==> src/hw/mem_pkg.sv <==
// Shared memory types and sizes for the fetch subsystem, referenced by scoped name from each block
package mem_pkg;

    //////////////////////////////
    // Basic bus types
    //////////////////////////////

    typedef logic [31:0] addr_t;      // Byte address, bits 2..0 are block offset
    typedef logic [63:0] mem_block_t; // One memory block, also one cache line
    typedef logic [3:0]  mem_tag_t;   // Transaction tag, zero means nothing

    // Memory command on every request path
    typedef enum logic [1:0] {
        bus_none  = 2'd0,
        bus_load  = 2'd1,
        bus_store = 2'd2
    } mem_command_t;

    //////////////////////////////
    // Memory geometry
    //////////////////////////////

    localparam int mem_depth      = 256;              // Blocks in the memory
    localparam int mem_index_bits = $clog2(mem_depth); // Block index is addr bits 10..3
    localparam int block_offset   = 3;                // Byte offset bits inside a block

    // Cycles from acceptance to return, kept below 15 so tags never wrap onto live loads
    localparam int mem_latency = 8;

    localparam mem_tag_t max_tag = 4'd15; // Highest tag before wrapping back to 1

    //////////////////////////////
    // Instruction cache geometry
    //////////////////////////////

    localparam int cache_lines      = 32;
    localparam int cache_index_bits = 5; // Addr bits 7..3
    localparam int cache_tag_bits   = 8; // Addr bits 15..8

endpackage

==> src/hw/icache.sv <==
// Blocking direct-mapped instruction cache; fetch side sees hits combinationally, misses go to memory
`timescale 1ns/1ps

module icache (
    input  logic                 clock,
    input  logic                 reset,

    // Fetch side
    input  mem_pkg::addr_t       fetch_addr,    // Held by fetch source
    output mem_pkg::mem_block_t  fetch_data,    // Line at fetch_addr index
    output logic                 fetch_valid,   // Line valid and tag match

    // Request path to arbiter
    output mem_pkg::mem_command_t icache_command,
    output mem_pkg::addr_t       icache_addr,
    input  mem_pkg::mem_tag_t    icache_grant_tag, // Nonzero only when accepted

    // Memory return broadcast
    input  mem_pkg::mem_block_t  return_data,
    input  mem_pkg::mem_tag_t    return_tag
);

    // One cache line
    typedef struct packed {
        mem_pkg::mem_block_t                 data;
        logic [mem_pkg::cache_tag_bits-1:0]  tag;
        logic                                valid;
    } icache_entry_t;

    icache_entry_t lines [mem_pkg::cache_lines];

    //////////////////////////////
    // Address split
    //////////////////////////////

    logic [mem_pkg::cache_index_bits-1:0] current_index, last_index;
    logic [mem_pkg::cache_tag_bits-1:0]   current_tag, last_tag; // Cache tags, not memory tags

    assign current_index = fetch_addr[mem_pkg::block_offset +: mem_pkg::cache_index_bits];
    assign current_tag   = fetch_addr[mem_pkg::block_offset + mem_pkg::cache_index_bits +:
                                      mem_pkg::cache_tag_bits];

    assign fetch_data  = lines[current_index].data;
    assign fetch_valid = lines[current_index].valid &&
                         (lines[current_index].tag == current_tag); // Same-cycle hit

    //////////////////////////////
    // Miss tracking
    //////////////////////////////

    mem_pkg::mem_tag_t current_mem_tag;  // Memory tag of the miss in flight
    logic              miss_outstanding; // Still waiting for a grant tag

    logic changed_addr;
    logic got_mem_data;
    logic update_mem_tag;
    logic unanswered_miss;

    assign changed_addr = (current_index != last_index) || (current_tag != last_tag);
    assign got_mem_data = (current_mem_tag == return_tag) && (current_mem_tag != '0);

    // Grant tag is zero whenever we are not requesting, which clears the held tag
    assign update_mem_tag = changed_addr || miss_outstanding || got_mem_data;

    // New miss on fresh address, or previous request lost arbitration
    assign unanswered_miss = changed_addr ? !fetch_valid
                                          : miss_outstanding && (icache_grant_tag == '0);

    // Re-request every cycle until granted, drop it on an address change
    assign icache_command = (miss_outstanding && !changed_addr) ? mem_pkg::bus_load
                                                                : mem_pkg::bus_none;
    assign icache_addr    = {fetch_addr[31:mem_pkg::block_offset], {mem_pkg::block_offset{1'b0}}};

    //////////////////////////////
    // State and fill
    //////////////////////////////

    always_ff @(posedge clock) begin
        if (reset) begin
            last_index       <= '1; // All ones so first address looks changed
            last_tag         <= '1;
            current_mem_tag  <= '0;
            miss_outstanding <= 1'b0;
            for (int i = 0; i < mem_pkg::cache_lines; i++) begin
                lines[i].valid <= 1'b0; // Data and tag left as is
            end
        end else begin
            last_index       <= current_index;
            last_tag         <= current_tag;
            miss_outstanding <= unanswered_miss;
            if (update_mem_tag) begin
                current_mem_tag <= icache_grant_tag;
            end
            // Fill only the line the miss was raised for
            if (got_mem_data && !changed_addr) begin
                lines[current_index].data  <= return_data;
                lines[current_index].tag   <= current_tag;
                lines[current_index].valid <= 1'b1;
            end
        end
    end

    // Read-only client, so a grant only ever answers a load
    grant_only_on_load: assert property (@(posedge clock) disable iff (reset)
        icache_grant_tag != '0 |-> icache_command == mem_pkg::bus_load)
        else $error("icache_grant_tag %h without a load request", icache_grant_tag);

endmodule

==> config.mk <==
export PLATFORM = sky130hd
export DESIGN_NAME = icache
export DESIGN_NICKNAME = d
export VERILOG_FILES = /design/src/hw/mem_pkg.sv /design/src/hw/icache.sv
export SDC_FILE = /design/constraint.sdc
export NUM_CORES = 2
export LEC_CHECK = 0
export BUFFER_PORTS_ARGS = -buffer_cell sky130_fd_sc_hd__buf_4
export CORE_ASPECT_RATIO = 1.5
export CORE_MARGIN = 1
export CORE_UTILIZATION = 60
export DETAILED_ROUTE_END_ITERATION = 10
export PLACE_DENSITY = 0.88
export SYNTH_ARGS = -nofsm -noshare
export SYNTH_HDL_FRONTEND = slang
export SYNTH_SLANG_ARGS = --single-unit
==> constraint.sdc <==
create_clock -name clock -period 8.2 [get_ports clock]
set_input_delay 1.23 -clock clock [delete_from_list [all_inputs] [get_ports clock]]
set_output_delay 1.23 -clock clock [all_outputs]
set_load 0.1 [all_outputs]
==> run metrics <==
status=completed; CP peak stage delay=about 0.72 ns; H-tree levels=4; post-synthesis sequential area ratio=between 70% and 80%; Worst-Margin Slew=roughly 1.4 ns; Worst Path Required=around 7 ns; die height=approximately 470 µm; # resized after CTS=0; clock transition at the registers of the reported paths=about 0.07 ns; static leakage=about 31 nW; Slew Limit Headroom=under 10%; DRC Markers=0; vias in the first global route=47622; ratio of cells with drive above 1 in the final layout=a little over a quarter; FF+latch count, synth=around 2400; Final Skew=between 0.05 and 0.06 ns; post-route ant nets=0; layout filler cell count=7969; Placeable Area=0.1478 mm²; most frequent cells in the layout=2304 x edfxtp_1, 528 x mux4_2, 247 x buf_4, 238 x mux2i_1, 199 x clkbuf_16; hold crit path type=reg -> reg; maximum vdd drop=roughly 0.27 mV; Crit path max-delay family=simple AND/OR/NAND/NOR gates; Initial Util=60.35%; Post-CTS Setup Inserts=0; drt total wl=~260000 µm; Arr. time, crit path=5.06 ns; Die Area=0.1503 mm²; YS warnings=0; synthesized instance count=around 4000; Sink Count=2354; antenna violations before repair=12; Port Buffer Count=roughly 170; Worst Path Buf+Inv=3; Routability Congestion=a little over 0.8; crit path time final=roughly 6.3 ns; worst skew pair latency=roughly 0.88 ns; library cells used by synthesis=47; setup slack, reg-to-reg=approximately 3.6 ns; Setup CP Type=in -> out; total CTS buffers=just under 200; Total Power=about 0.024 W; Final #Nets=about 4200; TritonCTS clock tree=yes; cts hold-fix bufs=0; width of the die=between 300 and 400 µm; Total GRT Usage=between 30% and 40%; CP max stage cell=nor2_4; Max Cap Viol=0; crit end category=output port; Area Overhead vs Synth=11.45%; cell mode on critical path=buf_4; Clock Tree Root=clkbuf_16; Via density=between 7 and 8; Detailed Routing Iterations Pass 1=6; row count=173; routed via count=47223; worst path cell trace=buf_4 -> nand2_2 -> buf_4 -> nor2_4 -> a22oi_1 -> nand4_1 -> nand3_1 -> nor4_2 -> and2_1 -> buf_4; final hold violations=0; maximum buffer depth of the clock tree=3; Startpoint Class=input pin; Hold Startpoint=lines[25][0]; Crit. Startpoint=fetch_addr[7]; Synth Cell Area=0.08923 mm²; # setup viols final=0; global-route wire length before repair=about 360000 µm; Mapped Avg Cell Area=approximately 23 µm²; RSZ-0062 raised after global routing=false; DR WL/cell=about 42 µm; CP max FO=26; largest net degree at the start of global routing=~140; Power Density=approximately 240 mW/mm²; grt ovf=0; r2r startpoint=last_index[2]; Peak Freq=0.1590 GHz; Tcrit/Tclk final=76.71%; most common cell after layout, fill and taps aside=edfxtp_1; dpl hpwl=121900 µm; max-slew violation count=0; DR iter-0 viols=8611; setup_tns=0 ns; number of top-level pins=a little over 200
[stage by stage]
step	cell area (µm²)	worst slack, ns	utilization [%]	hold WS, ns	instances
floorplan	89240	1.698	-	0.4366	3901
global placement	93120	2.141	62.99	0.4488	5846
detailed placement	93120	1.973	62.99	0.4574	5846
CTS	99410	1.965	67.24	0.4717	6202
global route	99420	1.881	67.25	0.4945	6206
finish	99440	1.910	67.26	0.4861	6214
[path summary, 6_finish.rpt]
check	to	cells after the start
worst max-delay path	fetch_valid	10
worst min-delay path	lines[25][0]	2
worst max register to register	lines[7][53]	9
worst min register to register	lines[25][0]	2
[layer usage]
metal  up-vias  global-route usage (%)  routed length (µm)
met5         -                       0                  50
met4         8                   22.85               20990
met3      1378                   9.240               35370
met2      5111                   55.61              126000
met1     23698                   42.37               77370
li1      17028                       -                   -
[synthesized netlist by cell type (all sizes together)]
cell,count,area share (%)
mux4,528,13
xnor2,9,0.088
edfxtp,2304,78
and3,2,0.020
a21o,3,0.025
o22ai,117,0.83
nand3,11,0.062
nor4,18,0.15
o221ai,35,0.34
mux2i,238,2.7
and4,2,0.020
and2,3,0.021
or4,2,0.021
or3,1,0.0070
a221oi,36,0.35
nand4b,5,0.049
or4b,4,0.049
a31oi,2,0.014
or4bb,2,0.025
xor2,9,0.088
inv,36,0.15
a22oi,68,0.57
nand4bb,4,0.050
buf,147,0.93
nand4,21,0.15
a21oi,6,0.034
a22o,35,0.34
nand2,9,0.038
dfxtp,50,1.1
conb,1,0.0042
nor2,46,0.19
clkbuf,107,0.45
nor4bb,1,0.011
nand2b,5,0.035
or2,31,0.22
[final cells by class]
type                    count  area [µm²]  share of cell area [%]
repair buffers            274        2385                   2.398
diodes                     12       30.03                 0.03020
clock buffers             244        5189                   5.218
flip-flops and latches   2354       70190                   70.58
inverters                  36       142.6                  0.1434
multi-input cells        1257       18000                   18.10
clock inverters           112        1100                   1.106
well taps                1925        2409                   2.422
[tightest hold or removal path: cells and delay by family, from the launching register on]
kind                   cells  cell delay (ns)
buffers and inverters      1             0.05
AO/OA/AOI/OAI              1             0.07
flip-flops                 1             0.31
[power by group]
part           internal [W]  leakage, nW  switching, W
clock network       0.00492         3.06       0.00451
registers            0.0132         21.1    0.00000278
logic              0.000428         7.16      0.000993
total                0.0185         31.3       0.00550
[logic make-up after synthesis]
family | share of synthesized area, %
compound gates | 2.513
mux | 16.00
flops | 78.66
other cells | 0.004203
simple gates | 1.116
buf+inv | 1.533
xor+xnor | 0.1767
[flip-flops by register name, summed over array words and instances (netlist names)]
register	flops
current_mem_tag	4
last_index	5
last_tag	8
lines	2336
miss_outstanding	1
Note: power is estimated with default switching activity, not from simulation.
