===== src/hw/mem_pkg.sv =====
// Shared memory types and sizes for the fetch subsystem, referenced by scoped name from each block
package mem_pkg;

    //////////////////////////////
    // Basic bus types
    //////////////////////////////

    typedef logic [31:0] addr_t;      // Byte address, bits 2..0 are block offset
    typedef logic [63:0] mem_block_t; // One memory block, also one cache line
    typedef logic [3:0]  mem_tag_t;   // Transaction tag, zero means nothing

    // Memory command on every request path
    typedef enum logic [1:0] {
        bus_none  = 2'd0,
        bus_load  = 2'd1,
        bus_store = 2'd2
    } mem_command_t;

    //////////////////////////////
    // Memory geometry
    //////////////////////////////

    localparam int mem_depth      = 256;              // Blocks in the memory
    localparam int mem_index_bits = $clog2(mem_depth); // Block index is addr bits 10..3
    localparam int block_offset   = 3;                // Byte offset bits inside a block

    // Cycles from acceptance to return, kept below 15 so tags never wrap onto live loads
    localparam int mem_latency = 8;

    localparam mem_tag_t max_tag = 4'd15; // Highest tag before wrapping back to 1

    //////////////////////////////
    // Instruction cache geometry
    //////////////////////////////

    localparam int cache_lines      = 32;
    localparam int cache_index_bits = 5; // Addr bits 7..3
    localparam int cache_tag_bits   = 8; // Addr bits 15..8

endpackage


===== src/hw/mem_arbiter.sv =====
// Fixed-priority memory arbiter; data port always wins, response tag goes back to the winner only
`timescale 1ns/1ps

module mem_arbiter (
    // Instruction cache side
    input  mem_pkg::mem_command_t icache_command,
    input  mem_pkg::addr_t        icache_addr,
    output mem_pkg::mem_tag_t     icache_grant_tag,

    // Data port side, higher priority
    input  mem_pkg::mem_command_t port_command,
    input  mem_pkg::addr_t        port_addr,
    input  mem_pkg::mem_block_t   port_wdata,
    output mem_pkg::mem_tag_t     port_grant_tag,

    // To memory
    output mem_pkg::mem_command_t mem_command,
    output mem_pkg::addr_t        mem_addr,
    output mem_pkg::mem_block_t   mem_wdata,
    input  mem_pkg::mem_tag_t     mem_response_tag // Same-cycle accept tag
);

    logic data_wins;

    assign data_wins = (port_command != mem_pkg::bus_none);

    //////////////////////////////
    // Request mux
    //////////////////////////////

    assign mem_command = data_wins ? port_command : icache_command;
    assign mem_addr    = data_wins ? port_addr    : icache_addr;
    assign mem_wdata   = port_wdata; // icache never writes

    //////////////////////////////
    // Tag steering
    //////////////////////////////

    // Loser sees zero and retries next cycle
    assign port_grant_tag   = data_wins ? mem_response_tag : '0;
    assign icache_grant_tag = data_wins ? '0 : mem_response_tag;

endmodule


===== config.mk =====
export PLATFORM = sky130hd
export DESIGN_NAME = mem_arbiter
export DESIGN_NICKNAME = d
export VERILOG_FILES = /design/src/hw/mem_pkg.sv /design/src/hw/mem_arbiter.sv
export SDC_FILE = /design/constraint.sdc
export NUM_CORES = 1
export LEC_CHECK = 0
export BUFFER_PORTS_ARGS = -buffer_cell sky130_fd_sc_hd__buf_2
export CAP_MARGIN = 20
export CORE_AREA = 10 10 86 88
export DETAILED_ROUTE_END_ITERATION = 16
export DIE_AREA = 0 0 96 98
export GPL_ROUTABILITY_DRIVEN = 0
export PLACE_DENSITY = 0.74
export SLEW_MARGIN = 40
export SYNTH_ARGS = -nofsm -noshare
export SYNTH_HDL_FRONTEND = slang
export SYNTH_SLANG_ARGS = --single-unit

===== constraint.sdc =====
create_clock -name vclk -period 1
set_input_delay 0.15 -clock vclk [all_inputs]
set_output_delay 0.15 -clock vclk [all_outputs]
set_load 0.03 [all_outputs]

==> flow_metrics.tcl, run 1 <==
set metrics [dict create \
    status "finished with violations" \
    violations "negative setup slack" \
    worst_setup_path_end_kind "output pin" \
    crit_type "input port to output pin" \
    netlist_instances 113 \
    drive_above_1_share_pct 94.0 \
    fmax_mhz 780 \
    grt_pass1_wl_um 5600 \
    required_ns 0.85 \
    rsz0062_at_grt "true" \
    start_util_pct 19.1 \
    instances_no_fill 243 \
    fp-row-count 28 \
    fin_nets 306 \
    hold_buffers 0 \
    startpoint_type "input port" \
    max_stage_delay_ns 0.30 \
    nFlopsAndLatches 0 \
    synth_nets 249 \
    p_sw_share_pct 45.3 \
    n_clock_buffer 0 \
    worstHoldEndpoint "mem_wdata[45]" \
    p_int_uw 560 \
    seqCellArea_sq_um 0 \
    numPortBuffers 114 \
    p_clk_share_pct 0 \
    slew_viol_final 0 \
    worst_hold_startpoint "port_wdata[45]" \
    dieArea_sq_um 9410 \
    seq_area_frac_synth_pct 0 \
    dpl_cell_area_sq_um 1270 \
    dp_hpwl_um 3380 \
    grt_util_all_layers_pct 7.27 \
    gr-total-overflow 0 \
    grt_pass1_vias 993 \
    pre_cts_slack_ns -0.340 \
    cp_num_buf_inv 4 \
    hold_viol 0 \
    drt_first_iter_violations 12 \
    hold_class "input port to output pin" \
    setup_tns_ns -10.05 \
    wl_per_cell_um 16.8 \
    path_delay_family "buffers and inverters" \
    wl_um 4080 \
    num_vias 906 \
    layout_min_cycle_time_ns 1.28 \
    fin_total_pwr_mw 1.02 \
    worstPathArrival_ns 1.13 \
    drc 0 \
    path_max_fanout 6 \
    cp_slowest_cell "mux2_4" \
    final_cell_area_sq_um 1680 \
    area_delta_synth_final_pct 53.4 \
    ios 242 \
    finalWorstSetupSlack_ns -0.282 \
    fin_util_pct 29.3 \
    power.share.sequential_pct 0 \
    place_inst 237 \
    grt_max_degree 14 \
    drv_cap 0 \
    fp.dieW_um 96 \
    layout_commonest_cell "buf_2" \
    synthDistinctLibCells 11 \
    syn_avg_cell_area_sq_um 9.70 \
    avgViaCountPerCell 3.73 \
    tightest_slew_ns 0.189 \
    syn-cell-area_sq_um 1100 \
    period_share_pct 128 \
    p_sw_uw 464 \
    core-area_sq_um 5750 \
    diodes 0 \
    antenna_found_initial 0 \
    slew_headroom_pct 87.5 \
    final_cell_mix "buf_2, buf_6, mux2_4" \
    die_h_um 98 \
    hold_depth 0 \
    power.density_nw_per_um2 609 \
    ys_warn_count 0 \
    drt.antenna.violating_nets 0 \
    whs_ns 0.300 \
    power_frac_comb_pct 100.0 \
    ir_drop_uv 267 \
    setup_viol_count_final 40 \
    cp_cell_sequence "buf_8 -> nor2_4 -> buf_12 -> clkbuf_16 -> mux2_4 -> buf_6" \
    power.leakage_nw 0.912 \
    first_pass_iters 2 \
]
## layer usage
| metal | track usage [%] | wire length [um] | part of all wire (%) | up-vias |
|---|---|---|---|---|
| met4 | 3.29 | 141 | 3.5 | 0 |
| met1 | 5.97 | 1110 | 27 | 385 |
| met2 | 14.0 | 2160 | 53 | 77 |
| met5 | 0 | 0 | 0 | - |
| li1 | - | - | - | 416 |
| met3 | 3.22 | 660 | 16 | 28 |
## cells in the mapped netlist
master,count,area (sq um)
mux2_2,2,22.5
buf_8,3,45.0
nor2_4,1,11.3
mux2_4,30,450
and2_1,4,25.0
buf_4,64,480
buf_6,1,11.3
inv_1,2,7.51
o21ai_0,1,5.00
and2b_1,4,30.0
a21o_1,1,7.51
## power by group through the flow
stage / clock network (mW) / logic (mW) / registers, mW
2_1_floorplan: 0 / 0.992 / 0
3_3_place_gp: 0 / 0.779 / 0
3_5_place_dp: 0 / 0.789 / 0
4_1_cts: 0 / 1.02 / 0
5_1_grt: 0 / 1.08 / 0
6_report: 0 / 1.02 / 0
## worst max-delay path by stage
stage | startpoint | cells past startpoint | to
finish | port_command[0] | 6 | mem_addr[28]
global route | port_command[0] | 6 | mem_addr[27]
CTS | port_command[1] | 6 | mem_addr[5]
detailed placement | port_command[1] | 5 | mem_addr[5]
global placement | port_command[1] | 5 | mem_addr[10]
floorplan | port_command[1] | 3 | mem_addr[29]
## cell type report
type	count	area, sq um
well taps	75	93.8
inverters	2	7.51
repair buffers	123	1020
multi-input cells	43	564
fillers	603	4060
## what timing repair did
| action | in CTS | in global routing |
|---|---|---|
| endpoints found under the setup margin | 40 | 40 |
| pin swaps | 0 | 1 |
| setup buffers | 3 | 0 |
| gates resized for setup | 90 | 2 |
| cloned | 2 | 1 |
## logic make-up after synthesis
group / share of synthesized area (%)
AOI/OAI and AO/OA: 1.14
and+or+nand+nor: 6.05
muxes: 43.2
buffers and inverters: 49.7
Note: power is estimated with default switching activity, not from simulation.
==> run 2, diff against run 1 <==
Settings changed: SETUP_SLACK_MARGIN from default to 0.1.
==> run 2 against run 1 <==
The run still ends with negative setup slack left. Core utilization decreased by 2.4 points. Critical path depth fell by 1. Global-route usage hardly changed. Setup slack better by 0.044 ns. Die area did not move. Design area down 8.2%. Wire length grew 2.4%. Power shrank 6.1%. Non-clock buffer count fell by 7. First-iteration DRC count stayed put. Critical endpoint is now mem_addr[2]. Largest cell class unchanged. Highest routed layer unchanged.
==> flow_metrics.tcl, run 2 (synthesis gave the netlist of run 1 again) <==
set metrics [dict create \
    status "finished with violations" \
    violations "negative setup slack" \
    hold_depth 0 \
    p_clk_share_pct 0 \
    ios 242 \
    drive_above_1_share_pct 95.0 \
    gr-total-overflow 0 \
    drt.antenna.violating_nets 0 \
    power.density_nw_per_um2 623 \
    num_vias 919 \
    ir_drop_uv 204 \
    p_sw_share_pct 47.2 \
    slew_headroom_pct 89.3 \
    avgViaCountPerCell 3.89 \
    numPortBuffers 114 \
    slew_viol_final 0 \
    grt_pass1_vias 1014 \
    dieArea_sq_um 9410 \
    wl_per_cell_um 17.7 \
    final_cell_area_sq_um 1540 \
    path_max_fanout 20 \
    pre_cts_slack_ns -0.306 \
    die_h_um 98 \
    setup_viol_count_final 40 \
    hold_buffers 0 \
    grt.busiest_layer "met2" \
    p_int_uw 508 \
    fin_nets 299 \
    drt_first_iter_violations 12 \
    worst_setup_path_end_kind "output pin" \
    seqCellArea_sq_um 0 \
    nFlopsAndLatches 0 \
    finalWorstSetupSlack_ns -0.238 \
    grtUsageMet3_pct 3.37 \
    cp_cell_sequence "buf_8 -> nor2_4 -> buf_12 -> mux2_4 -> buf_6" \
    fp-row-count 28 \
    instances_no_fill 236 \
    power.leakage_nw 0.849 \
    power.share.sequential_pct 0 \
    startpoint_type "input port" \
    grt_util_all_layers_pct 7.30 \
    core-area_sq_um 5750 \
    power_frac_comb_pct 100.0 \
    drc 0 \
    diodes 0 \
    place_inst 236 \
    period_share_pct 124 \
    antenna_found_initial 0 \
    n_clock_buffer 0 \
    start_util_pct 19.1 \
    grt_pass1_wl_um 5710 \
    cp.depth 5 \
    p_sw_uw 453 \
    tightest_slew_ns 0.160 \
    multi_input_area_sq_um 566 \
    crit_type "input port to output pin" \
    hold_class "input port to output pin" \
    grt_max_degree 21 \
    cp_slowest_cell "mux2_4" \
    drv_cap 0 \
    cp_num_buf_inv 3 \
    layout_min_cycle_time_ns 1.24 \
    wl_um 4170 \
    fp.dieW_um 96 \
    path_delay_family "buffers and inverters" \
    post-cts-setup-buffers 0 \
    worstPathArrival_ns 1.09 \
    hold_viol 0 \
    rsz0062_at_grt "true" \
    layout_commonest_cell "buf_2" \
    first_pass_iters 2 \
    dp_hpwl_um 3770 \
    fill_cells 612 \
    final_cell_mix "buf_2, buf_6, mux2_4" \
    area_delta_synth_final_pct 40.9 \
    grt_util_met1_pct 5.45 \
    grt_util_met2_pct 14.6 \
    fmax_mhz 808 \
    max_stage_delay_ns 0.32 \
    required_ns 0.85 \
    dpl_cell_area_sq_um 1280 \
]
## run 2: cell count changes in the layout (fill, tap and decap cells not counted)
cell       previous run  this run
buf_4                 1         0
buf_6                42        41
and2_1                2         0
buf_12                4         2
clkbuf_16             1         0
o21ai_1               0         1
and2_2                0         3
buf_16                2         0
o21ai_0               1         0
and2_4                2         1
## run 2: layer usage
| metal | vias up | wire length [um] |
|---|---|---|
| met1 | 392 | 1060 |
| li1 | 401 | - |
| met4 | 0 | 187 |
| met2 | 94 | 2130 |
| met5 | - | 0 |
| met3 | 32 | 788 |
## run 2: power by group through the flow
stage / clock (mW) / sequential, mW / combinational [mW]
2_1_floorplan: 0 / 0 / 0.998
3_3_place_gp: 0 / 0 / 0.784
3_5_place_dp: 0 / 0 / 0.796
4_1_cts: 0 / 0 / 0.967
5_1_grt: 0 / 0 / 1.01
6_report: 0 / 0 / 0.962
## run 2: repair_timing
action / CTS / global route
setup endpoints to repair: 40 / 40
gates cloned: 0 / 0
gates resized for setup: 83 / 3
## run 2: layout make-up
type	instances	share of cell area, %
timing repair buffer	116	56.8
multi-input combinational	43	36.6
tap	75	6.08
inverter	2	0.486
## run 2: path summary, 6_finish.rpt
kind / from / to / slack (ns)
worst max-delay path: port_command[1] / mem_addr[2] / -0.24
worst min-delay path: port_wdata[13] / mem_wdata[13] / 0.30
## run 2: metrics by stage
stage	utilization [%]	hold slack, ns	TNS, ns	power (mW)
after floorplan	-	0.432	-0.263	0.998
after global placement	22.2	0.300	-9.72	0.784
after detailed placement	22.2	0.300	-10.17	0.796
after CTS	26.7	0.300	-7.90	0.967
after global routing	26.9	0.300	-8.93	1.01
final	26.9	0.300	-7.57	0.962
