[src/hw/mem_pkg.sv]
// Shared memory types and sizes for the fetch subsystem, referenced by scoped name from each block
package mem_pkg;

    //////////////////////////////
    // Basic bus types
    //////////////////////////////

    typedef logic [31:0] addr_t;      // Byte address, bits 2..0 are block offset
    typedef logic [63:0] mem_block_t; // One memory block, also one cache line
    typedef logic [3:0]  mem_tag_t;   // Transaction tag, zero means nothing

    // Memory command on every request path
    typedef enum logic [1:0] {
        bus_none  = 2'd0,
        bus_load  = 2'd1,
        bus_store = 2'd2
    } mem_command_t;

    //////////////////////////////
    // Memory geometry
    //////////////////////////////

    localparam int mem_depth      = 256;              // Blocks in the memory
    localparam int mem_index_bits = $clog2(mem_depth); // Block index is addr bits 10..3
    localparam int block_offset   = 3;                // Byte offset bits inside a block

    // Cycles from acceptance to return, kept below 15 so tags never wrap onto live loads
    localparam int mem_latency = 8;

    localparam mem_tag_t max_tag = 4'd15; // Highest tag before wrapping back to 1

    //////////////////////////////
    // Instruction cache geometry
    //////////////////////////////

    localparam int cache_lines      = 32;
    localparam int cache_index_bits = 5; // Addr bits 7..3
    localparam int cache_tag_bits   = 8; // Addr bits 15..8

endpackage

[src/hw/data_port.sv]
// Blocking uncached load/store port; takes one request, holds it until granted, reports done
`timescale 1ns/1ps

module data_port (
    input  logic                  clock,
    input  logic                  reset,

    // Requester side
    input  mem_pkg::mem_command_t data_command, // One-cycle request strobe
    input  mem_pkg::addr_t        data_addr,
    input  mem_pkg::mem_block_t   data_wdata,
    output mem_pkg::mem_block_t   data_rdata,   // Valid from done cycle of a load
    output logic                  data_busy,
    output logic                  data_done,

    // Request path to arbiter
    output mem_pkg::mem_command_t port_command,
    output mem_pkg::addr_t        port_addr,
    output mem_pkg::mem_block_t   port_wdata,
    input  mem_pkg::mem_tag_t     port_grant_tag,

    // Memory return broadcast
    input  mem_pkg::mem_block_t   return_data,
    input  mem_pkg::mem_tag_t     return_tag
);

    typedef enum logic [1:0] {
        port_idle,       // Free for a new request
        port_requesting, // Command on bus, waiting for grant
        port_awaiting    // Load granted, waiting for data
    } port_state_t;

    port_state_t           state;
    mem_pkg::mem_tag_t     held_tag;    // Tag of the outstanding load
    mem_pkg::mem_command_t req_command; // Registered request
    mem_pkg::addr_t        req_addr;
    mem_pkg::mem_block_t   req_wdata;

    logic granted;
    logic data_back;

    assign granted   = (state == port_requesting) && (port_grant_tag != '0);
    assign data_back = (state == port_awaiting) && (return_tag == held_tag);

    assign data_busy    = (state != port_idle);
    assign port_command = (state == port_requesting) ? req_command : mem_pkg::bus_none;
    assign port_addr    = {req_addr[31:mem_pkg::block_offset], {mem_pkg::block_offset{1'b0}}};
    assign port_wdata   = req_wdata;

    //////////////////////////////
    // Control
    //////////////////////////////

    always_ff @(posedge clock) begin
        if (reset) begin
            state     <= port_idle;
            held_tag  <= '0;
            data_done <= 1'b0;
        end else begin
            data_done <= 1'b0; // Pulse
            case (state)
                port_idle: begin
                    if (data_command != mem_pkg::bus_none) state <= port_requesting;
                end
                port_requesting: begin
                    if (granted) begin
                        if (req_command == mem_pkg::bus_store) begin
                            state     <= port_idle; // Store done at acceptance
                            data_done <= 1'b1;
                        end else begin
                            held_tag <= port_grant_tag;
                            state    <= port_awaiting;
                        end
                    end
                end
                port_awaiting: begin
                    if (data_back) begin
                        state     <= port_idle;
                        held_tag  <= '0;
                        data_done <= 1'b1;
                    end
                end
                default: state <= port_idle;
            endcase
        end
    end

    // Request and load data registers
    always_ff @(posedge clock) begin
        if (state == port_idle && data_command != mem_pkg::bus_none) begin
            req_command <= data_command;
            req_addr    <= data_addr;
            req_wdata   <= data_wdata;
        end
        if (data_back) data_rdata <= return_data; // Held until next load
    end

    // Requester must wait for busy to drop
    no_request_while_busy: assert property (@(posedge clock) disable iff (reset)
        data_busy |-> data_command == mem_pkg::bus_none)
        else $error("data_command %h while data_busy", data_command);

endmodule

[config.mk]
export PLATFORM = sky130hd
export DESIGN_NAME = data_port
export DESIGN_NICKNAME = d
export VERILOG_FILES = /design/src/hw/mem_pkg.sv /design/src/hw/data_port.sv
export SDC_FILE = /design/constraint.sdc
export NUM_CORES = 1
export LEC_CHECK = 0
export BUFFER_PORTS_ARGS = -buffer_cell sky130_fd_sc_hd__buf_4
export CAP_MARGIN = 20
export CORE_AREA = 3 3 130 132
export CTS_CLUSTER_SIZE = 16
export DETAILED_ROUTE_END_ITERATION = 8
export DIE_AREA = 0 0 133 135
export PLACE_DENSITY_LB_ADDON = 0.3
export SLEW_MARGIN = 20
export SYNTH_ARGS = -nofsm -noshare
export SYNTH_HDL_FRONTEND = slang
export SYNTH_SLANG_ARGS = --single-unit
[constraint.sdc]
create_clock -name clock -period 11.87 [get_ports clock]
set_input_delay 2.374 -clock clock [delete_from_list [all_inputs] [get_ports clock]]
set_output_delay 2.374 -clock clock [all_outputs]
set_load 0.01 [all_outputs]
==> results.cfg, run 1 <==
[outcome]
status = completed

[logic_synthesis]
post-synth-top-count-cell = edfxtp_1
yosysUniqueCellTypes = 26
syn_area_sq_um = 5240
synth_top_area_share_pct = 91.1
yosysSeqAreaShare_pct = 93.7
synth_edf_count = 159
syn_inst = 218
synth-async-reset-ratio_pct = 0
syn_area_per_cell_sq_um = 24.1
synth_ff_type = edfxtp_1
yosysTopAreaCell = edfxtp_1
synth_common_cells = edfxtp_1, dfxtp_1, inv_1, nor2_1
synth-warning-count = 0
ys_ff_latch = 166
yosys-top-cells-area = edfxtp_1, dfxtp_1, ha_1, xor2_1, buf_4

[die]
core.rowCount = 46
dieArea_sq_um = 18000
core_area_sq_um = 15800
start_util_pct = 33.1
die_w_microns = 133
chipHeight_microns = 135
io-pin-count = 336

[detailed_routing]
drt-wirelength-per-cell_microns = 16.7
vias = 3361
first_pass_iters = 4
route.detailed.drc = 0
vias_per_cell = 4.23
drtIter0Drc = 105
drtAntennaViolNets = 0
wirelength_microns = 13300

[global_routing]
grt_antenna_before_repair = 0
grt_max_degree = 96
grt_use_met3_pct = 8.27
grt.total_usage_pct = 14.2
grt-busiest-layer = met2
grt_pass1_vias = 3594
grt_pass1_wl_microns = 19300
use_met2_pct = 25.3
overflow = 0
use_met1_pct = 13.4

[timing]
hold_viol_final = 0
fin_crit_sh_pct = 32.0
setup_viol = 0
min_period_ns = 3.80
rsz0062_at_grt = no
slew_headroom_pct = 42.1
fmax_mhz = 263
fin_skew_ns = 0.00583
drv_slew = 0
max_slew.worst_pin.slew_ns = 0.869
tns_ns = 0

[clock_network]
root_buffer = clkbuf_16
post_cts_buffers = 0
path_clk_slew_ns = 0.06
tritoncts = yes
cts_buffers = 17
htree_levels = 4
clock-sinks = 166
hold_buffers = 0
clockBufferDepth = 2
cts_resized = 0
clock_latency_ns = 0.41

[critical_path]
endpoint = data_rdata[60]$_DFFE_PP_
worst-r2r-cell-count = 4
worstSetupEndpointType = flop
worst-setup-path-type = input port to flop
startpoint = return_tag[0]
cp_common_cell = buf_4
cp_data_arrival_time_ns = 3.83
start_kind = input port
cp.depth = 5
r2r_setup_slack_ns = 9.81
cp_top_family = buffers and inverters
crit_required_ns = 11.91
cpPeakStageDelay_ns = 0.61
path_buf_inv = 2
rr_startpoint = held_tag[0]$_SDFFE_PP0P_
cp_cell_sequence = buf_4, xor2_1, nor4_1, and2_2, buf_4
cp_max_fo = 64
rr_endpoint = data_rdata[60]$_DFFE_PP_
crit_slowest_cell = buf_4

[final_layout]
final_cells = 795
drive_gt1_share_pct = 63.0
antenna_cells = 0
nets = 741
synthToLayoutAreaGrowth_pct = 64.1

[power]
ir_drop_mv = 0.119
p_total_uw = 1500
p_leak_uw = 0.00358
powerDensity_nw_per_um2 = 174

[place]
dp_hpwl_microns = 10200
place_inst = 763
gp_congestion = 0.741
numPortBuffers = 329

[min_path]
hp-class = flop to flop

[job]
drv_cap = 0
tightest hold or removal path: stages (launching register included):
cell	delay, ns
dfxtp_1	0.32
o21ai_0	0.07
a21oi_1	0.06
state kept, by name, indices dropped and copies added, names as in the netlist:
| name | cells |
|---|---|
| req_command | 2 |
| req_addr | 29 |
| held_tag | 4 |
| port_wdata | 64 |
| data_rdata | 64 |
| data_done | 1 |
| state | 2 |
logic make-up (layout without fill, tap and decap cells):
family,count (synthesis),in the layout,share of synthesized area [%]
xor+xnor,4,4,0.668
simple gates,21,21,2.08
mux,1,1,0.215
compound gates,13,13,1.67
flops,166,166,93.7
other cells,1,3,0.0715
fa+ha+maj,3,3,0.716
buf+inv,9,368,0.859
stage by stage:
stage	worst slack, ns	util [%]	hold WS [ns]	area [sq um]
2_1_floorplan	4.92	-	0.465	5250
3_3_place_gp	7.65	50.5	0.479	7990
3_5_place_dp	7.60	50.5	0.486	7990
4_1_cts	8.04	54.3	0.495	8600
5_1_grt	7.97	54.4	0.507	8610
6_report	8.07	54.4	0.492	8610
how the worst min path moves through the flow:
stage	slack, ns	depth (start not counted)	end	start
detailed placement	0.49	2	held_tag[3]$_SDFFE_PP0P_	held_tag[3]$_SDFFE_PP0P_
CTS	0.49	2	held_tag[3]$_SDFFE_PP0P_	held_tag[3]$_SDFFE_PP0P_
global route	0.51	2	held_tag[2]$_SDFFE_PP0P_	held_tag[2]$_SDFFE_PP0P_
global placement	0.48	2	held_tag[0]$_SDFFE_PP0P_	held_tag[0]$_SDFFE_PP0P_
finish	0.49	2	held_tag[2]$_SDFFE_PP0P_	held_tag[2]$_SDFFE_PP0P_
floorplan	0.47	2	held_tag[0]$_SDFFE_PP0P_	held_tag[0]$_SDFFE_PP0P_
layer usage:
layer	wire (microns)	vias to the layer above	share of wire [%]
met5	0	-	0
met4	216	0	1.6
met3	1770	17	13
met2	7040	211	53
met1	4280	1586	32
li1	-	1547	-
placed cells by master, fill, tap and decap left out, types with 3 or more instances in the layout:
cell type / synthesis / final
nand2_1: 4 / 4
bufinv_16: 0 / 3
xor2_1: 4 / 4
ha_1: 3 / 3
inv_1: 5 / 5
clkbuf_16: 0 / 17
o21ai_0: 4 / 4
buf_4: 3 / 330
inv_6: 0 / 4
edfxtp_1: 159 / 159
dfxtp_1: 7 / 7
a21oi_1: 4 / 4
nor2_1: 5 / 4
clkinvlp_4: 0 / 3
conb_1: 1 / 3
where the power goes:
group | switching (uW) | internal [uW]
clock network | 224 | 340
logic | 99.0 | 103
registers | 16.7 | 714
cell type report:
type                    count  area [sq um]
repair buffers            331          2490
clock inverters            13           170
well taps                 216           270
flip-flops and latches    166          4910
fillers                  1282          7220
clock buffers              19           443
multi-input cells          45           300
inverters                   5          18.8
(Power assumes the default switching activity.)
==> inputs of run 2 (changes only) <==
Settings changed: ABC_AREA set to 1, CORE_AREA 3 3 130 132 to 3 3 128 130, DIE_AREA 0 0 133 135 to 0 0 131 133.
Clock period 11.87 ns to 3.9 ns, I/O delays scaled along.
==> run 2 against run 1 <==
  * Routed wire length is 11% higher
  * Die area is 3.0% lower
  * First-iteration DRC count is 63% higher
  * Clock skew is 0.0020 ns higher
  * Cell area is 0.71% higher
  * Sequential power grew to 3.3 times the previous value
  * Worst hold slack better by 0.0054 ns
  * Clock power grew to 2.8 times the previous value
  * Largest cell class unchanged
  * Largest power group unchanged
==> results.cfg, run 2 <==
[timing]
setup_viol = 0
fin_skew_ns = 0.00780
slew_headroom_pct = 59.4
fmax_mhz = 458
min_period_ns = 2.19
tns_ns = 0
drv_slew = 0
max_slew.worst_pin.slew_ns = 0.608
fin_crit_sh_pct = 56.0
rsz0062_at_grt = no
hold_viol_final = 0

[clock_network]
clockBufferDepth = 2
tritoncts = yes
htree_levels = 4
path_clk_slew_ns = 0.07
cts_buffers = 17
hold_buffers = 0
cts_resized = 0
clock_latency_ns = 0.42
post_cts_buffers = 0
clock-sinks = 166
root_buffer = clkbuf_16

[detailed_routing]
wirelength_microns = 14800
vias = 3521
drtIter0Drc = 171
drt-wirelength-per-cell_microns = 17.9
vias_per_cell = 4.25
drtAntennaViolNets = 0
first_pass_iters = 4
route.detailed.drc = 0

[final_layout]
layout_commonest_cell = buf_4
layout_common_cells = buf_4, edfxtp_1, nand2_1
antenna_cells = 0
multi_input_area_sq_um = 335
stdcell_area_sq_um = 8670
drive_gt1_share_pct = 59.6
nets = 779
final_cells = 828
fillerInstances = 1215
synthToLayoutAreaGrowth_pct = 62.5
regArea_sq_um = 4910

[logic_synthesis]
syn_area_sq_um = 5330
yosysUniqueCellTypes = 18
synth_edf_count = 159
yosysTopAreaCell = edfxtp_1
synth-warning-count = 0
yosys-top-cells-area = edfxtp_1, dfxtp_1, nand2_1, inv_1, nor2_1
synth_ff_type = edfxtp_1
syn_inst = 255
syn_area_per_cell_sq_um = 20.9
yosysSeqAreaShare_pct = 92.2
post-synth-top-count-cell = edfxtp_1
synth_top_area_share_pct = 89.5
ys_ff_latch = 166
synth-async-reset-ratio_pct = 0
synth_common_cells = edfxtp_1, nand2_1, inv_1, nor2_1, dfxtp_1

[critical_path]
r2r_setup_slack_ns = 1.87
startpoint = state[1]$_SDFFE_PP0P_
worstSetupEndpointType = output pin
crit_required_ns = 3.12
worst-setup-path-type = flop to output pin
rr_endpoint = port_wdata[55]$_DFFE_PP_
rr_startpoint = state[1]$_SDFFE_PP0P_
start_kind = flop
cp_max_fo = 6
worst-r2r-cell-count = 5
cp_data_arrival_time_ns = 1.41

[min_path]
min_to = state[0]$_SDFFE_PP0P_
hold_start = state[0]$_SDFFE_PP0P_
holdPathStages = 2
hp-class = flop to flop

[power]
p_total_uw = 4970
powerDensity_nw_per_um2 = 574
p_leak_uw = 0.00371
ir_drop_mv = 0.307

[place]
placed_cell_area_sq_um = 8110
dp_hpwl_microns = 11600
place_inst = 796
numPortBuffers = 329
gp_congestion = 0.781

[global_routing]
grt_pass1_vias = 3663
grt.total_usage_pct = 16.5
grt_pass1_wl_microns = 21000
grt_antenna_before_repair = 1
overflow = 0
grt_max_degree = 80

[die]
core.rowCount = 45
dieArea_sq_um = 17400
start_util_pct = 34.9
core_area_sq_um = 15300
io-pin-count = 336
die_w_microns = 131
chipHeight_microns = 133

[job]
drv_cap = 0

[outcome]
status = completed
## run 2: cell count changes after synthesis, sizes merged, moves of 3 or more
cell,previous run,this run
nor2,5,16
xor2,4,0
nand3,0,5
nand4,0,3
nand2,4,30
inv,5,23
## run 2: how the worst max path moves through the flow
stage / endpoint / cells after the start
after floorplan: data_rdata[0]$_DFFE_PP_ / 6
after global placement: data_rdata[49]$_DFFE_PP_ / 7
after detailed placement: data_rdata[45]$_DFFE_PP_ / 7
after CTS: port_command[0] / 5
after global routing: port_command[0] / 5
final: port_command[0] / 5
## run 2: kinds of logic (layout without fill, tap and decap cells)
group                    count (synthesis)  count (layout)  share of synthesized area [%]
AO/OA/AOI/OAI                            5               5                          0.563
other                                    1               3                         0.0703
adder cells (fa/ha/maj)                  3               3                          0.704
flip-flops                             166             166                           92.2
buffers and inverters                   26             386                           2.04
AND/OR/NAND/NOR                         54              54                           4.46
## run 2: critical path, stage by stage (launching register included)
cell and delay, ns:
dfxtp_1 0.32, inv_1 0.10, ha_1 0.30, nand2_1 0.09, inv_1 0.06, buf_4 0.11
## run 2: layout make-up
cell class / instances / area share [%]
Clock buffer: 19 / 4.99
Clock inverter: 13 / 1.43
Inverter: 23 / 0.996
Multi-Input combinational cell: 65 / 3.87
Sequential cell: 166 / 56.7
Tap cell: 211 / 3.05
Timing Repair Buffer: 331 / 29.0
## run 2: report_power, final
part	leakage, uW	total [uW]	switching, uW	internal (uW)
logic	0.00189	1000	535	466
clock network	0.000260	1570	683	887
registers	0.00156	2400	82.3	2320
## run 2: layer usage
| metal | GRT usage (%) | vias up | wire [microns] | share of wire [%] |
|---|---|---|---|---|
| met3 | 5.73 | 37 | 1220 | 8.2 |
| met5 | 0 | - | 14 | 0.094 |
| li1 | - | 1625 | - | - |
| met1 | 16.7 | 1679 | 5010 | 34 |
| met4 | 8.40 | 2 | 540 | 3.6 |
| met2 | 29.3 | 178 | 8040 | 54 |
## run 2: per-stage QoR
step,hold WS [ns],worst slack (ns),utilization [%]
floorplan,0.451,0.729,-
finish,0.498,1.71,56.8
global route,0.508,1.63,56.8
detailed placement,0.487,1.58,53.2
CTS,0.495,1.70,56.8
global placement,0.464,1.63,53.2
==> inputs of run 3 (changes only) <==
Settings changed: ABC_AREA 1 to 0, CORE_AREA 3 3 128 130 to 3 3 129 131, DIE_AREA 0 0 131 133 to 0 0 132 134.
Clock period 3.9 ns to 1.8 ns, I/O delays scaled along.
==> run 3 against run 2 <==
  * Core utilization is 1.5 points lower
  * Cell area is 0.22% higher
  * Routed wire length is 12% lower
  * Cell count is 3.9% lower
  * Total power is 99% higher
  * Flip-flop and latch count stayed put
  * Critical path depth is 1 lower
  * Clock skew is 0.0010 ns higher
  * Count of clock-buffer cells in the layout is 1 lower
  * Sequential power is 100% higher
  * Die area is 1.5% higher
  * Critical path type is now flop to flop
==> results.cfg, run 3 (synthesis gave the netlist of run 1 again) <==
[final_layout]
stdcell_area_sq_um = 8690
nets = 744
regArea_sq_um = 4920
fillerInstances = 1278
synthToLayoutAreaGrowth_pct = 65.6
layout_common_cells = buf_4, edfxtp_1, clkbuf_16
layout_commonest_cell = buf_4
antenna_cells = 0
final_util_pct = 55.3
drive_gt1_share_pct = 64.1
multi_input_area_sq_um = 328

[clock_network]
tritoncts = yes
hold_buffers = 0
path_clk_slew_ns = 0.06
post_cts_buffers = 0
clock_latency_ns = 0.40
cts_resized = 0
root_buffer = clkbuf_16
clock-sinks = 166
htree_levels = 4
cts_buffers = 17
clockBufferDepth = 2

[power]
switching_share_pct = 21.8
p_total_uw = 9880
p_seq_share_pct = 48.7
power.internal_uw = 7720
p_sw_uw = 2160
p_leak_uw = 0.00361
powerDensity_nw_per_um2 = 1140
ir_drop_mv = 0.682
comb_power_share_pct = 13.8
p_clk_share_pct = 37.5

[detailed_routing]
drtAntennaViolNets = 0
drt-wirelength-per-cell_microns = 16.4
wirelength_microns = 13000
first_pass_iters = 4
dr_wl_met2_microns = 7080
vias = 3306
highest_layer = met4
route.detailed.drc = 0
met3WireLength_microns = 1610
wl_met1_microns = 4250
drtIter0Drc = 151
vias_per_cell = 4.15

[place]
dp_hpwl_microns = 10200
dp_worst_setup_slack_ns = -0.0308
gp_congestion = 0.830
numPortBuffers = 329
placed_cell_area_sq_um = 8080

[critical_path]
path_buf_inv = 0
cpPeakStageDelay_ns = 0.48
start_kind = flop
cp_data_arrival_time_ns = 1.97
crit_required_ns = 2.08
crit_slowest_cell = o41a_1
cp_max_fo = 2
worstSetupEndpointType = flop
cp_top_family = compound AO/OA/AOI/OAI gates
cp_cell_sequence = xor2_1, o41a_1, a211oi_2, mux2_1
worst-setup-path-type = flop to flop

[die]
start_util_pct = 33.4
io-pin-count = 336
dieArea_sq_um = 17700
core.rowCount = 46
core_area_sq_um = 15700
die_w_microns = 132
chipHeight_microns = 134

[timing]
tns_ns = 0
drv_slew = 0
min_period_ns = 1.68
setup_viol = 0
fin_skew_ns = 0.00883
max_slew.worst_pin.slew_ns = 0.535
slew_headroom_pct = 64.3
fmax_mhz = 594
hold_viol_final = 0
fin_crit_sh_pct = 93.6
rsz0062_at_grt = no
final.setup.worst_slack_ns = 0.116

[global_routing]
overflow = 0
grt_antenna_before_repair = 0
grt_pass1_wl_microns = 19500
grt_pass1_vias = 3550
grt_max_degree = 96
grt.total_usage_pct = 14.5

[outcome]
status = completed

[job]
drv_cap = 0

[min_path]
hp-class = input port to flop
[run 3: worst paths after layout]
| kind | end | slack, ns | start | cells after the start |
|---|---|---|---|---|
| max reg2reg | state[1]$_SDFFE_PP0P_ | 0.12 | held_tag[0]$_SDFFE_PP0P_ | 4 |
| min reg2reg | held_tag[0]$_SDFFE_PP0P_ | 0.49 | held_tag[0]$_SDFFE_PP0P_ | 2 |
| min | data_rdata[16]$_DFFE_PP_ | 0.13 | return_data[16] | 1 |
| max | state[1]$_SDFFE_PP0P_ | 0.12 | held_tag[0]$_SDFFE_PP0P_ | 4 |
[run 3: area by class of cell]
class                      instances  area share, %
clock buffer                      18           4.94
inverter                           5          0.245
timing repair buffer             334           29.3
sequential                       166           56.6
tap                              216           3.11
multi-input combinational         45           3.77
clock inverter                    12           2.03
[run 3: power groups by stage]
stage	clock network, uW	registers, uW	logic, uW
after floorplan	0	5080	287
after global placement	0	4890	1380
after detailed placement	0	4900	1400
after CTS	3820	4820	1400
after global routing	4000	4850	1470
final	3700	4810	1370
[run 3: metrics by stage]
| step | instances | hold WS, ns |
|---|---|---|
| final | 796 | 0.126 |
| after detailed placement | 766 | 0.480 |
| after global routing | 796 | 0.0945 |
| after floorplan | 220 | 0.459 |
| after CTS | 796 | 0.0983 |
| after global placement | 766 | 0.481 |
[run 3: layer usage]
metal	vias up	GRT usage, %
met5	-	0
met4	0	4.78
met3	6	8.40
met2	204	25.1
met1	1542	14.6
li1	1554	-
